==> src/verilog/mmu_defines.svh <==
`ifndef MMU_DEFINES_SVH
`define MMU_DEFINES_SVH

// log2 of the TLB entry count, 16 entries
`define MMU_TLB_INDEX_W 4

// satp MODE field, set selects Sv32
`define MMU_SATP_MODE_BIT 31

// Privileged, secure, data access for page table reads
`define MMU_ARPROT 3'b001

`endif

==> src/verilog/sv32_pkg.sv <==
package sv32_pkg;

  // Sv32 virtual address is vpn[19:0] followed by a 12-bit page offset
  typedef logic [19:0] vpn_t;
  typedef logic [19:0] ppn_t;
  typedef logic [11:0] page_off_t;

  // Port a page table walk is serving
  typedef enum logic {
    REQ_IFU = 1'b0,
    REQ_LSU = 1'b1
  } requester_t;

  // Walker FSM states
  typedef enum logic [1:0] {
    WALK_IDLE = 2'd0,
    WALK_AR   = 2'd1,  // Address phase on AR
    WALK_R    = 2'd2   // Waiting for the PTE on R
  } walk_state_t;

endpackage

==> src/verilog/axi_lite_pkg.sv <==
package axi_lite_pkg;

  typedef logic [31:0] axi_addr_t;
  typedef logic [31:0] axi_data_t;
  typedef logic [2:0]  axi_prot_t;

  typedef enum logic [1:0] {
    RESP_OKAY   = 2'b00,
    RESP_EXOKAY = 2'b01,
    RESP_SLVERR = 2'b10,
    RESP_DECERR = 2'b11
  } axi_resp_t;

endpackage

==> src/verilog/sv32_tlb.sv <==
`timescale 1ns/10ps
`include "mmu_defines.svh"

module sv32_tlb (
  input  logic                 clock,
  input  logic                 reset,
  input  logic                 flush,
  input  logic [31:0]          satp,
  input  logic                 ifu_valid,
  input  logic [31:0]          ifu_vaddr,
  input  logic                 lsu_valid,
  input  logic [31:0]          lsu_vaddr,
  input  logic                 fill_valid,
  input  sv32_pkg::requester_t fill_requester,
  input  sv32_pkg::ppn_t       fill_ppn,
  output logic                 ifu_hit,
  output logic [31:0]          ifu_paddr,
  output logic                 lsu_hit,
  output logic [31:0]          lsu_paddr,
  output logic                 ifu_miss,
  output logic                 lsu_miss
);
  import sv32_pkg::*;

  localparam int ENTRIES = 1 << `MMU_TLB_INDEX_W;

  logic                        mode_on;
  vpn_t                        ifu_vpn;
  vpn_t                        lsu_vpn;
  page_off_t                   ifu_off;
  page_off_t                   lsu_off;
  logic [ENTRIES-1:0]          entry_valid;
  vpn_t                        entry_vpn [ENTRIES];
  ppn_t                        entry_ppn [ENTRIES];
  logic [ENTRIES-1:0]          ifu_match;
  logic [ENTRIES-1:0]          lsu_match;
  ppn_t                        ifu_ppn;
  ppn_t                        lsu_ppn;
  logic [`MMU_TLB_INDEX_W-1:0] victim_cnt;
  logic [`MMU_TLB_INDEX_W-1:0] victim;
  vpn_t                        fill_vpn;
  logic                        dup_vpn;

  assign mode_on = satp[`MMU_SATP_MODE_BIT];
  assign ifu_vpn = ifu_vaddr[31:12];
  assign ifu_off = ifu_vaddr[11:0];
  assign lsu_vpn = lsu_vaddr[31:12];
  assign lsu_off = lsu_vaddr[11:0];

  // Both ports searched in parallel, at most one entry can match
  always_comb begin
    ifu_ppn = '0;
    lsu_ppn = '0;
    for (int i = 0; i < ENTRIES; i++) begin
      ifu_match[i] = entry_valid[i] && (entry_vpn[i] == ifu_vpn);
      lsu_match[i] = entry_valid[i] && (entry_vpn[i] == lsu_vpn);
      ifu_ppn      = ifu_ppn | (entry_ppn[i] & {20{ifu_match[i]}});
      lsu_ppn      = lsu_ppn | (entry_ppn[i] & {20{lsu_match[i]}});
    end
  end

  assign ifu_hit   = !mode_on || (|ifu_match);  // Bare mode always hits
  assign lsu_hit   = !mode_on || (|lsu_match);
  assign ifu_paddr = mode_on ? {ifu_ppn, ifu_off} : ifu_vaddr;
  assign lsu_paddr = mode_on ? {lsu_ppn, lsu_off} : lsu_vaddr;
  assign ifu_miss  = ifu_valid && mode_on && !(|ifu_match);
  assign lsu_miss  = lsu_valid && mode_on && !(|lsu_match);

  // Highest free slot first, else round robin
  always_comb begin
    victim = victim_cnt;
    for (int i = 0; i < ENTRIES; i++) begin
      if (!entry_valid[i]) begin
        victim = `MMU_TLB_INDEX_W'(i);
      end
    end
  end

  // Requester holds its address for the whole walk
  assign fill_vpn = (fill_requester == REQ_LSU) ? lsu_vpn : ifu_vpn;

  always_ff @(posedge clock) begin
    if (reset) begin
      entry_valid <= '0;
      victim_cnt  <= '0;
    end else begin
      victim_cnt <= victim_cnt + 1'b1;
      if (flush) begin
        entry_valid <= '0;  // Flush beats a same-cycle fill
      end else if (fill_valid) begin
        entry_valid[victim] <= 1'b1;
      end
    end
  end

  always_ff @(posedge clock) begin
    if (fill_valid) begin
      entry_vpn[victim] <= fill_vpn;
      entry_ppn[victim] <= fill_ppn;
    end
  end

  always_comb begin
    dup_vpn = 1'b0;
    for (int i = 0; i < ENTRIES; i++) begin
      for (int j = i + 1; j < ENTRIES; j++) begin
        if (entry_valid[i] && entry_valid[j] && (entry_vpn[i] == entry_vpn[j])) begin
          dup_vpn = 1'b1;
        end
      end
    end
  end

  // Walker only starts on a miss, which needs Sv32 on
  a_fill_needs_sv32: assert property (
    @(posedge clock) disable iff (reset) fill_valid |-> mode_on
  );

  // A page filled twice would mean a walk started for a page already held
  a_no_dup_vpn: assert property (
    @(posedge clock) disable iff (reset) !dup_vpn
  );

endmodule

==> src/verilog/sv32_walker.sv <==
`timescale 1ns/10ps
`include "mmu_defines.svh"

module sv32_walker (
  input  logic                   clock,
  input  logic                   reset,
  input  logic [31:0]            satp,
  input  logic [31:0]            ifu_vaddr,
  input  logic [31:0]            lsu_vaddr,
  input  logic                   ifu_miss,
  input  logic                   lsu_miss,
  input  logic                   arready,
  input  logic                   rvalid,
  input  axi_lite_pkg::axi_data_t rdata,
  input  axi_lite_pkg::axi_resp_t rresp,  // Not checked, PTE reads assumed OKAY
  output logic                   arvalid,
  output axi_lite_pkg::axi_addr_t araddr,
  output axi_lite_pkg::axi_prot_t arprot,
  output logic                   rready,
  output logic                   fill_valid,
  output sv32_pkg::requester_t   fill_requester,
  output sv32_pkg::ppn_t         fill_ppn
);
  import sv32_pkg::*;
  import axi_lite_pkg::*;

  walk_state_t state;
  walk_state_t state_next;
  requester_t  requester;
  requester_t  requester_next;
  logic        level;  // High while reading the first-level PTE
  logic        level_next;
  axi_addr_t   addr_q;
  axi_addr_t   addr_next;
  logic        walk_start;
  ppn_t        root_ppn;
  vpn_t        ifu_vpn;
  vpn_t        lsu_vpn;
  vpn_t        start_vpn;
  vpn_t        walk_vpn;

  assign root_ppn   = satp[19:0];
  assign ifu_vpn    = ifu_vaddr[31:12];
  assign lsu_vpn    = lsu_vaddr[31:12];
  assign walk_start = satp[`MMU_SATP_MODE_BIT] && (ifu_miss || lsu_miss);
  assign start_vpn  = lsu_miss ? lsu_vpn : ifu_vpn;  // LSU has priority
  assign walk_vpn   = (requester == REQ_LSU) ? lsu_vpn : ifu_vpn;

  always_comb begin
    state_next     = state;
    requester_next = requester;
    level_next     = level;
    addr_next      = addr_q;
    case (state)
      WALK_IDLE: begin
        if (walk_start) begin
          state_next     = WALK_AR;
          requester_next = lsu_miss ? REQ_LSU : REQ_IFU;
          level_next     = 1'b1;
          addr_next      = {root_ppn, start_vpn[19:10], 2'b00};
        end
      end
      WALK_AR: begin
        if (arready) begin
          state_next = WALK_R;
        end
      end
      WALK_R: begin
        if (rvalid) begin
          if (level) begin
            // First-level PTE always taken as a pointer
            state_next = WALK_AR;
            level_next = 1'b0;
            addr_next  = {rdata[29:10], walk_vpn[9:0], 2'b00};
          end else begin
            state_next = WALK_IDLE;
          end
        end
      end
      default: begin
        state_next = WALK_IDLE;
      end
    endcase
  end

  always_ff @(posedge clock) begin
    if (reset) begin
      state     <= WALK_IDLE;
      requester <= REQ_IFU;
      level     <= 1'b0;
    end else begin
      state     <= state_next;
      requester <= requester_next;
      level     <= level_next;
    end
  end

  always_ff @(posedge clock) begin
    addr_q <= addr_next;
  end

  assign arvalid = (state == WALK_AR);
  assign araddr  = addr_q;
  assign arprot  = `MMU_ARPROT;
  assign rready  = (state == WALK_R);

  // Leaf beat fills the TLB directly
  assign fill_valid     = (state == WALK_R) && rvalid && !level;
  assign fill_requester = requester;
  assign fill_ppn       = rdata[29:10];

  a_ar_stable: assert property (
    @(posedge clock) disable iff (reset)
    arvalid && !arready |=> arvalid && $stable(araddr)
  );

  // R phase only opens after an accepted read address
  a_r_after_ar: assert property (
    @(posedge clock) disable iff (reset) $rose(rready) |-> $past(arvalid && arready)
  );

endmodule

==> src/verilog/sv32_mmu.sv <==
`timescale 1ns/10ps

module sv32_mmu (
  input  logic                    clock,
  input  logic                    reset,
  input  logic                    flush,
  input  logic [31:0]             satp,
  input  logic                    ifu_valid,
  input  logic [31:0]             ifu_vaddr,
  output logic                    ifu_hit,
  output logic [31:0]             ifu_paddr,
  input  logic                    lsu_valid,
  input  logic [31:0]             lsu_vaddr,
  output logic                    lsu_hit,
  output logic [31:0]             lsu_paddr,
  output logic                    arvalid,
  input  logic                    arready,
  output axi_lite_pkg::axi_addr_t araddr,
  output axi_lite_pkg::axi_prot_t arprot,
  input  logic                    rvalid,
  output logic                    rready,
  input  axi_lite_pkg::axi_data_t rdata,
  input  axi_lite_pkg::axi_resp_t rresp
);
  import sv32_pkg::*;

  logic       ifu_miss;
  logic       lsu_miss;
  logic       fill_valid;
  requester_t fill_requester;
  ppn_t       fill_ppn;

  sv32_tlb u_tlb (
    .clock          (clock),
    .reset          (reset),
    .flush          (flush),
    .satp           (satp),
    .ifu_valid      (ifu_valid),
    .ifu_vaddr      (ifu_vaddr),
    .lsu_valid      (lsu_valid),
    .lsu_vaddr      (lsu_vaddr),
    .fill_valid     (fill_valid),
    .fill_requester (fill_requester),
    .fill_ppn       (fill_ppn),
    .ifu_hit        (ifu_hit),
    .ifu_paddr      (ifu_paddr),
    .lsu_hit        (lsu_hit),
    .lsu_paddr      (lsu_paddr),
    .ifu_miss       (ifu_miss),
    .lsu_miss       (lsu_miss)
  );

  sv32_walker u_walker (
    .clock          (clock),
    .reset          (reset),
    .satp           (satp),
    .ifu_vaddr      (ifu_vaddr),
    .lsu_vaddr      (lsu_vaddr),
    .ifu_miss       (ifu_miss),
    .lsu_miss       (lsu_miss),
    .arready        (arready),
    .rvalid         (rvalid),
    .rdata          (rdata),
    .rresp          (rresp),
    .arvalid        (arvalid),
    .araddr         (araddr),
    .arprot         (arprot),
    .rready         (rready),
    .fill_valid     (fill_valid),
    .fill_requester (fill_requester),
    .fill_ppn       (fill_ppn)
  );

endmodule

==> config.mk <==
export PLATFORM = sky130hd
export DESIGN_NAME = sv32_mmu
export DESIGN_NICKNAME = d
export VERILOG_FILES = /design/src/verilog/sv32_pkg.sv /design/src/verilog/axi_lite_pkg.sv /design/src/verilog/sv32_tlb.sv /design/src/verilog/sv32_walker.sv /design/src/verilog/sv32_mmu.sv
export VERILOG_INCLUDE_DIRS = /design/src /design/src/verilog
export SDC_FILE = /design/constraint.sdc
export NUM_CORES = 1
export LEC_CHECK = 0
export BUFFER_PORTS_ARGS = -buffer_cell sky130_fd_sc_hd__buf_2
export CELL_PAD_IN_SITES_DETAIL_PLACEMENT = 0
export CELL_PAD_IN_SITES_GLOBAL_PLACEMENT = 1
export CORE_UTILIZATION = 35
export CTS_BUF_LIST = sky130_fd_sc_hd__clkbuf_4
export DETAILED_ROUTE_END_ITERATION = 12
export GPL_TIMING_DRIVEN = 0
export PLACE_DENSITY = 0.65
export SYNTH_ARGS = -nofsm -noshare
export SYNTH_HDL_FRONTEND = slang
export SYNTH_HIERARCHICAL = 1
export SYNTH_SLANG_ARGS = --single-unit
==> constraint.sdc <==
create_clock -name clock -period 9.79 [get_ports clock]
set_clock_uncertainty 0.1 [all_clocks]
set_input_delay 0.979 -clock clock [delete_from_list [all_inputs] [get_ports clock]]
set_output_delay 0.979 -clock clock [all_outputs]
set_load 0.005 [all_outputs]
Word-level counts from Yosys, hierarchy flattened
Memory sizes are Yosys's and may differ from the RTL's.
Index checks and enable logic that the tools add are counted.

cells by class
  add/subtract/negate cells = 1
  $lt $le $gt $ge = 2
  equality and inequality tests = 38
  muxes and demuxes = 37
  bitwise logic cells = 63
  reductions and logical operators = 56

operators by type and width
  operator                                                                count
  20-bit AND                                                              32
  20-bit == test                                                          32
  20-bit bitwise OR                                                       30
  32-bit two-way mux                                                      5
  4-bit two-way mux                                                       16
  32-bit case mux with 2 select lines                                     1
  1-bit logical AND                                                       40
  20-bit two-way mux                                                      2
  16-bit OR reduction                                                     2
  16-bit bitwise OR                                                       1
  1-bit two-way mux                                                       7
  2-bit two-way mux                                                       3
  2-bit by 1-bit != test with 1-bit output (second input constant)        3
  2-bit case mux with 3 select lines                                      1
  3-bit AND reduction                                                     2
  4-bit by 5-bit < comparator with 1-bit output (second input constant)   1
  4-bit by 1-bit adder with 4-bit output (second input constant)          1
  1-bit demux with 4-bit select                                           1
  4-bit by 1-bit >= comparator with 1-bit output (second input constant)  1
  1-bit zero test                                                         4
  4-bit AND reduction                                                     1
  1-bit logical OR                                                        3
  2-bit by 1-bit == test with 1-bit output (second input constant)        1
  2-bit == test (second input constant)                                   1
  other kinds (6)                                                         6

word-level totals
  bits in registers = 56
  RAM bits = 640
  logic and storage cells = 205
  memories kept = 2

memory list
  memory           depth  width  read ports  clocked after memory_dff  write ports  line            source
  u_tlb.entry_ppn  16     20     16          0                         1            sv32_tlb.sv:34  ppn_t entry_ppn [ENTRIES];
  u_tlb.entry_vpn  16     20     16          0                         1            sv32_tlb.sv:33  vpn_t entry_vpn [ENTRIES];

Longest topological paths before layout
  word-level depth = 21
  gate-level depth with buffers = 14

Hierarchy
The synthesis kept the hierarchy.

modules (own cells, without submodules)
  module       instances  cells each  area an instance (um^2)
  sv32_tlb     1          2817        34745.8
  sv32_walker  1          189         1858.0

Worst setup path before layout
OpenSTA, ideal clock, no wires.

  path kind = input to register
  start = input port rvalid
  end = memory u_tlb/entry_ppn[14][0] in the netlist's numbering (enable)
  setup time = 0.487 ns
  data arrival time = 4.373 ns
  data required time = 9.203 ns
  setup slack = 4.831 ns
  cell stages on the path = 4
  cells stage by stage = and3_1 -> nor2b_1 -> o21ai_0 -> nor3_1

between the ends
  longest elaborated chain between the ends = 4

RTL lines
  item                                     line                source
  from (decl)                              sv32_mmu.sv:20      input logic rvalid,
  1-bit logical AND (2 in a row)           sv32_walker.sv:108  assign fill_valid = (state == WALK_R) && rvalid && !level;
  1-bit two-way mux                        sv32_tlb.sv:97      if (fill_valid) begin
  1-bit two-way mux (implied by the code)  sv32_tlb.sv:99      entry_ppn[victim] <= fill_ppn;
  to (decl)                                sv32_tlb.sv:34

Every way passes these cells.

Worst setup path after layout
  start = input port ifu_vaddr[23]
  end = output port ifu_paddr[16]

between the ends
  longest elaborated chain between the ends = 19
  elaborated cells between the ends (all ways) = 64

RTL lines
  item                             line            source
  from (decl)                      sv32_mmu.sv:9   input logic [31:0] ifu_vaddr,
  20-bit == test                   sv32_tlb.sv:55  ifu_match[i] = entry_valid[i] && (entry_vpn[i] == ifu_vpn);
  1-bit logical AND                sv32_tlb.sv:55
  20-bit AND                       sv32_tlb.sv:57  ifu_ppn = ifu_ppn | (entry_ppn[i] & {20{ifu_match[i]}});
  20-bit bitwise OR (14 in a row)  sv32_tlb.sv:57
  20-bit bitwise OR *              sv32_tlb.sv:57
  32-bit two-way mux *             sv32_tlb.sv:64  assign ifu_paddr = mode_on ? {ifu_ppn, ifu_off} : ifu_vaddr;
  to (decl)                        sv32_mmu.sv:11  output logic [31:0] ifu_paddr,

Every way passes the cells marked *; elsewhere a longest branch is shown, timed or not.

==> flow_metrics.env <==
export IMPL_status="finished with violations"
export IMPL_violations="max-capacitance violations, max-slew violations"
export IMPL_crit_path_start_kind="input pin"
export IMPL_drc=0
export IMPL_swShare_pct=27.5
export IMPL_clock_sinks=694
export IMPL_yosys_most_used_dff="edfxtp_1"
export IMPL_dieWidth_um=325
export IMPL_maxCapViolCount=2
export IMPL_slew_headroom_pct=-3.98
export IMPL_synth_area_leaders="edfxtp_1, xnor2_1, xor2_1"
export IMPL_pwr_share_comb_pct=9.6
export IMPL_regArea_mm2=0.0206
export IMPL_grt_pass1_wl_um=263000
export IMPL_synth_seq_cells=694
export IMPL_power_mw=6.63
export IMPL_power_internal_mw=4.81
export IMPL_postCtsResizedCells=0
export IMPL_gp_congestion=1.03
export IMPL_drtPass1Iterations=8
export IMPL_multiInputGateArea_mm2=0.0149
export IMPL_tns_ns=0
export IMPL_ys_seq_area_share_pct=56.3
export IMPL_ys_async_sr_fraction_pct=0
export IMPL_cts_inserted_buffers=191
export IMPL_num_io_pins=240
export IMPL_wirelength_um=200000
export IMPL_clk_pin_slew_ns=0.07
export IMPL_htree_num_levels=4
export IMPL_power_density_mw_per_mm2=153
export IMPL_slew_viol_final=18
export IMPL_drive_gt1_share_pct=21.3
export IMPL_fmax_mhz=125
export IMPL_reg2reg_depth=11
export IMPL_met3_usage_pct=13.6
export IMPL_viasPerCell=6.40
export IMPL_ys_warnings_count=6
export IMPL_root_buffer="clkbuf_4"
export IMPL_cts_buffer_depth=3
export IMPL_cts_tree="yes"
export IMPL_grt_use_met2_pct=52.6
export IMPL_ant_nets=0
export IMPL_arrival_ns=6.90
export IMPL_synth_top_area_share_pct=55.0
export IMPL_antenna_found_initial=25
export IMPL_hold_viol_final=0
export IMPL_min_path_cells=3
export IMPL_busiest_layer="met2"
export IMPL_critPathMaxFanout=10
export IMPL_period_needed_ns=7.98
export IMPL_die_area_mm2=0.106
export IMPL_crit_type="input pin to primary output"
export IMPL_grt_overflow=0
export IMPL_worstSkewPairLatency_ns=1.16
export IMPL_pwr_share_clk_pct=40.9
export IMPL_hold_path_class="input pin to register"
export IMPL_critPathCaptureType="primary output"
export IMPL_syn_avg_cell_area_um2=12.2
export IMPL_syn_to_final_growth_pct=18.4
export IMPL_crit_required_ns=8.71
export IMPL_grt_pass1_vias=30300
export IMPL_seqPwrFrac_pct=49.5
export IMPL_num_rows=118
export IMPL_peakVddDrop_mv=0.100
export IMPL_syn_inst=3006
export IMPL_grtUsageTotal_pct=36.9
export IMPL_dpl_hpwl_um=138000
export IMPL_post_drt_wl_per_cell_um=39.9
export IMPL_p_leak_nw=13.7
export IMPL_core_mm2=0.104
export IMPL_syn_area_mm2=0.0366
export IMPL_yosys_area_top_type="edfxtp_1"
export IMPL_switchingPower_mw=1.82
export IMPL_synth_edf_count=670
export IMPL_nets=3619
export IMPL_use_met1_pct=45.9
export IMPL_portBuffers=185
export IMPL_initial_core_util_pct=35.3
export IMPL_n_fill_cell=10100
export IMPL_fin_crit_sh_pct=81.5
export IMPL_dr_first_iter_drc_count=6003
export IMPL_tightest_slew_ns=1.56
export IMPL_yosys_cell_types_count=83
export IMPL_setup_viol_count_final=0
export IMPL_die_h_um=325
export IMPL_dr_total_vias=32100
export IMPL_grt_max_degree=28
export IMPL_rsz0062_at_grt="no"
==> final timing paths <==
path / slack, ns / start / to
worst max-delay path: 1.81 / ifu_vaddr[23] / ifu_paddr[16]
worst max register to register: 3.51 / u_tlb/entry_vpn[2][11] / u_walker/araddr[5]
worst min-delay path: 0.07 / rdata[18] / u_walker/araddr[20]
worst min register to register: 0.38 / u_tlb/victim_cnt[0] / u_tlb/victim_cnt[0]
==> cell type report <==
| type | count | area share, % |
|---|---|---|
| clock buffer | 273 | 4.73 |
| clock inverter | 70 | 0.880 |
| multi-input combinational | 2068 | 34.5 |
| timing repair buffer | 279 | 5.13 |
| inverter | 19 | 0.165 |
| antenna | 10 | 0.0577 |
| sequential | 694 | 47.5 |
| tap | 1380 | 3.98 |
| buffer | 228 | 3.07 |
==> state kept, by name (all words and copies together) (netlist names) <==
name and cells:
u_walker/araddr 30, u_tlb/entry_ppn 320, u_tlb/entry_vpn 320, u_walker/level 1, u_tlb/entry_valid 16, u_tlb/victim_cnt 4
u_walker/fill_requester 1, u_walker/state 2
==> worst max-delay path, cell delays in order <==
cell      delay, ns
buf_2          0.09
buf_2          0.46
buf_2          0.71
xnor2_1        0.20
nand3_1        0.14
nor4_4         1.02
nand2_1        0.90
nor2_1         1.42
a221oi_1       0.28
a31oi_1        0.45
buf_2          0.20
==> per-layer routing <==
| layer | share of wire (%) | vias to the layer above |
|---|---|---|
| met5 | 0.057 | - |
| met4 | 8.6 | 12 |
| met3 | 14 | 743 |
| met2 | 41 | 3017 |
| met1 | 36 | 15800 |
| li1 | - | 12500 |
==> cells in the final DEF (no fill, tap or decap), types with 17 or more instances in the layout <==
| cell | netlist | layout |
|---|---|---|
| a2111oi_0 | 22 | 22 |
| a211oi_1 | 24 | 24 |
| a21oi_1 | 23 | 23 |
| a221oi_1 | 24 | 24 |
| a22o_1 | 42 | 42 |
| a31oi_1 | 27 | 27 |
| and2_1 | 37 | 37 |
| and3_1 | 36 | 36 |
| and4_1 | 26 | 26 |
| buf_12 | 0 | 17 |
| buf_2 | 55 | 240 |
| buf_4 | 84 | 96 |
| buf_6 | 12 | 22 |
| clkbuf_1 | 75 | 75 |
| clkbuf_4 | 0 | 273 |
| clkinv_1 | 0 | 45 |
| dfxtp_1 | 24 | 24 |
| dlygate4sd3_1 | 0 | 39 |
| edfxtp_1 | 670 | 670 |
| inv_1 | 18 | 18 |
| mux2_2 | 20 | 20 |
| nand2_1 | 187 | 186 |
| nand3_1 | 164 | 164 |
| nand4_1 | 218 | 218 |
| nor2_1 | 133 | 115 |
| nor2b_1 | 17 | 17 |
| nor3_1 | 33 | 26 |
| nor4_1 | 70 | 57 |
| o2111ai_1 | 32 | 32 |
| o21ai_0 | 18 | 18 |
| o2bb2ai_1 | 27 | 27 |
| or4_1 | 22 | 22 |
| xnor2_1 | 488 | 488 |
| xor2_1 | 164 | 164 |
==> cell usage after synthesis (23+ instances only) <==
| master | count |
|---|---|
| clkbuf_1 | 75 |
| buf_2 | 55 |
| nor2_1 | 133 |
| and4_1 | 26 |
| xor2_1 | 164 |
| and2_1 | 37 |
| a31oi_1 | 27 |
| a22o_1 | 42 |
| o2111ai_1 | 32 |
| and3_1 | 36 |
| nor4_1 | 70 |
| a21oi_1 | 23 |
| a221oi_1 | 24 |
| o2bb2ai_1 | 27 |
| nand2_1 | 187 |
| nand3_1 | 164 |
| nand4_1 | 218 |
| nor3_1 | 33 |
| dfxtp_1 | 24 |
| a211oi_1 | 24 |
| edfxtp_1 | 670 |
| buf_4 | 84 |
| xnor2_1 | 488 |
==> metrics by stage <==
step	cell area [um2]	hold WS, ns	setup slack [ns]	utilization [%]	cells
5_1_grt	43300	0.0143	2.10	41.8	5013
3_5_place_dp	40500	0.367	2.34	39.1	4628
3_3_place_gp	39300	0.354	0.456	37.9	4574
2_1_floorplan	36600	0.327	4.83	-	3009
4_1_cts	43300	0.00293	2.32	41.8	5010
6_report	43300	0.0746	1.81	41.8	5021
==> kinds of logic (layout without fill, tap and decap cells) <==
family                   count (synthesis)  in the layout  synth area share (%)
multiplexers                            31             31                 0.916
buffers and inverters                  247            869                  3.83
adder cells (fa/ha/maj)                  1              1                0.0342
AO/OA/AOI/OAI                          363            363                  7.95
flip-flops                             694            694                  56.3
other                                    2             15                0.0205
XOR/XNOR                               652            652                  15.6
AND/OR/NAND/NOR                       1016           1016                  15.4
==> power by group through the flow <==
stage / combinational [mW] / sequential (mW) / clock (mW)
after CTS: 0.615 / 3.28 / 2.74
after global placement: 0.596 / 3.34 / 0
final: 0.639 / 3.28 / 2.71
after detailed placement: 0.600 / 3.34 / 0
after floorplan: 0.307 / 3.34 / 0
after global routing: 0.648 / 3.28 / 2.87
==> timing repair <==
item                      in CTS  in global routing
hold buffers                  39                  0
buffers inserted               0                  0
hold endpoints to repair      27                  0
(Power assumes the default switching activity.)
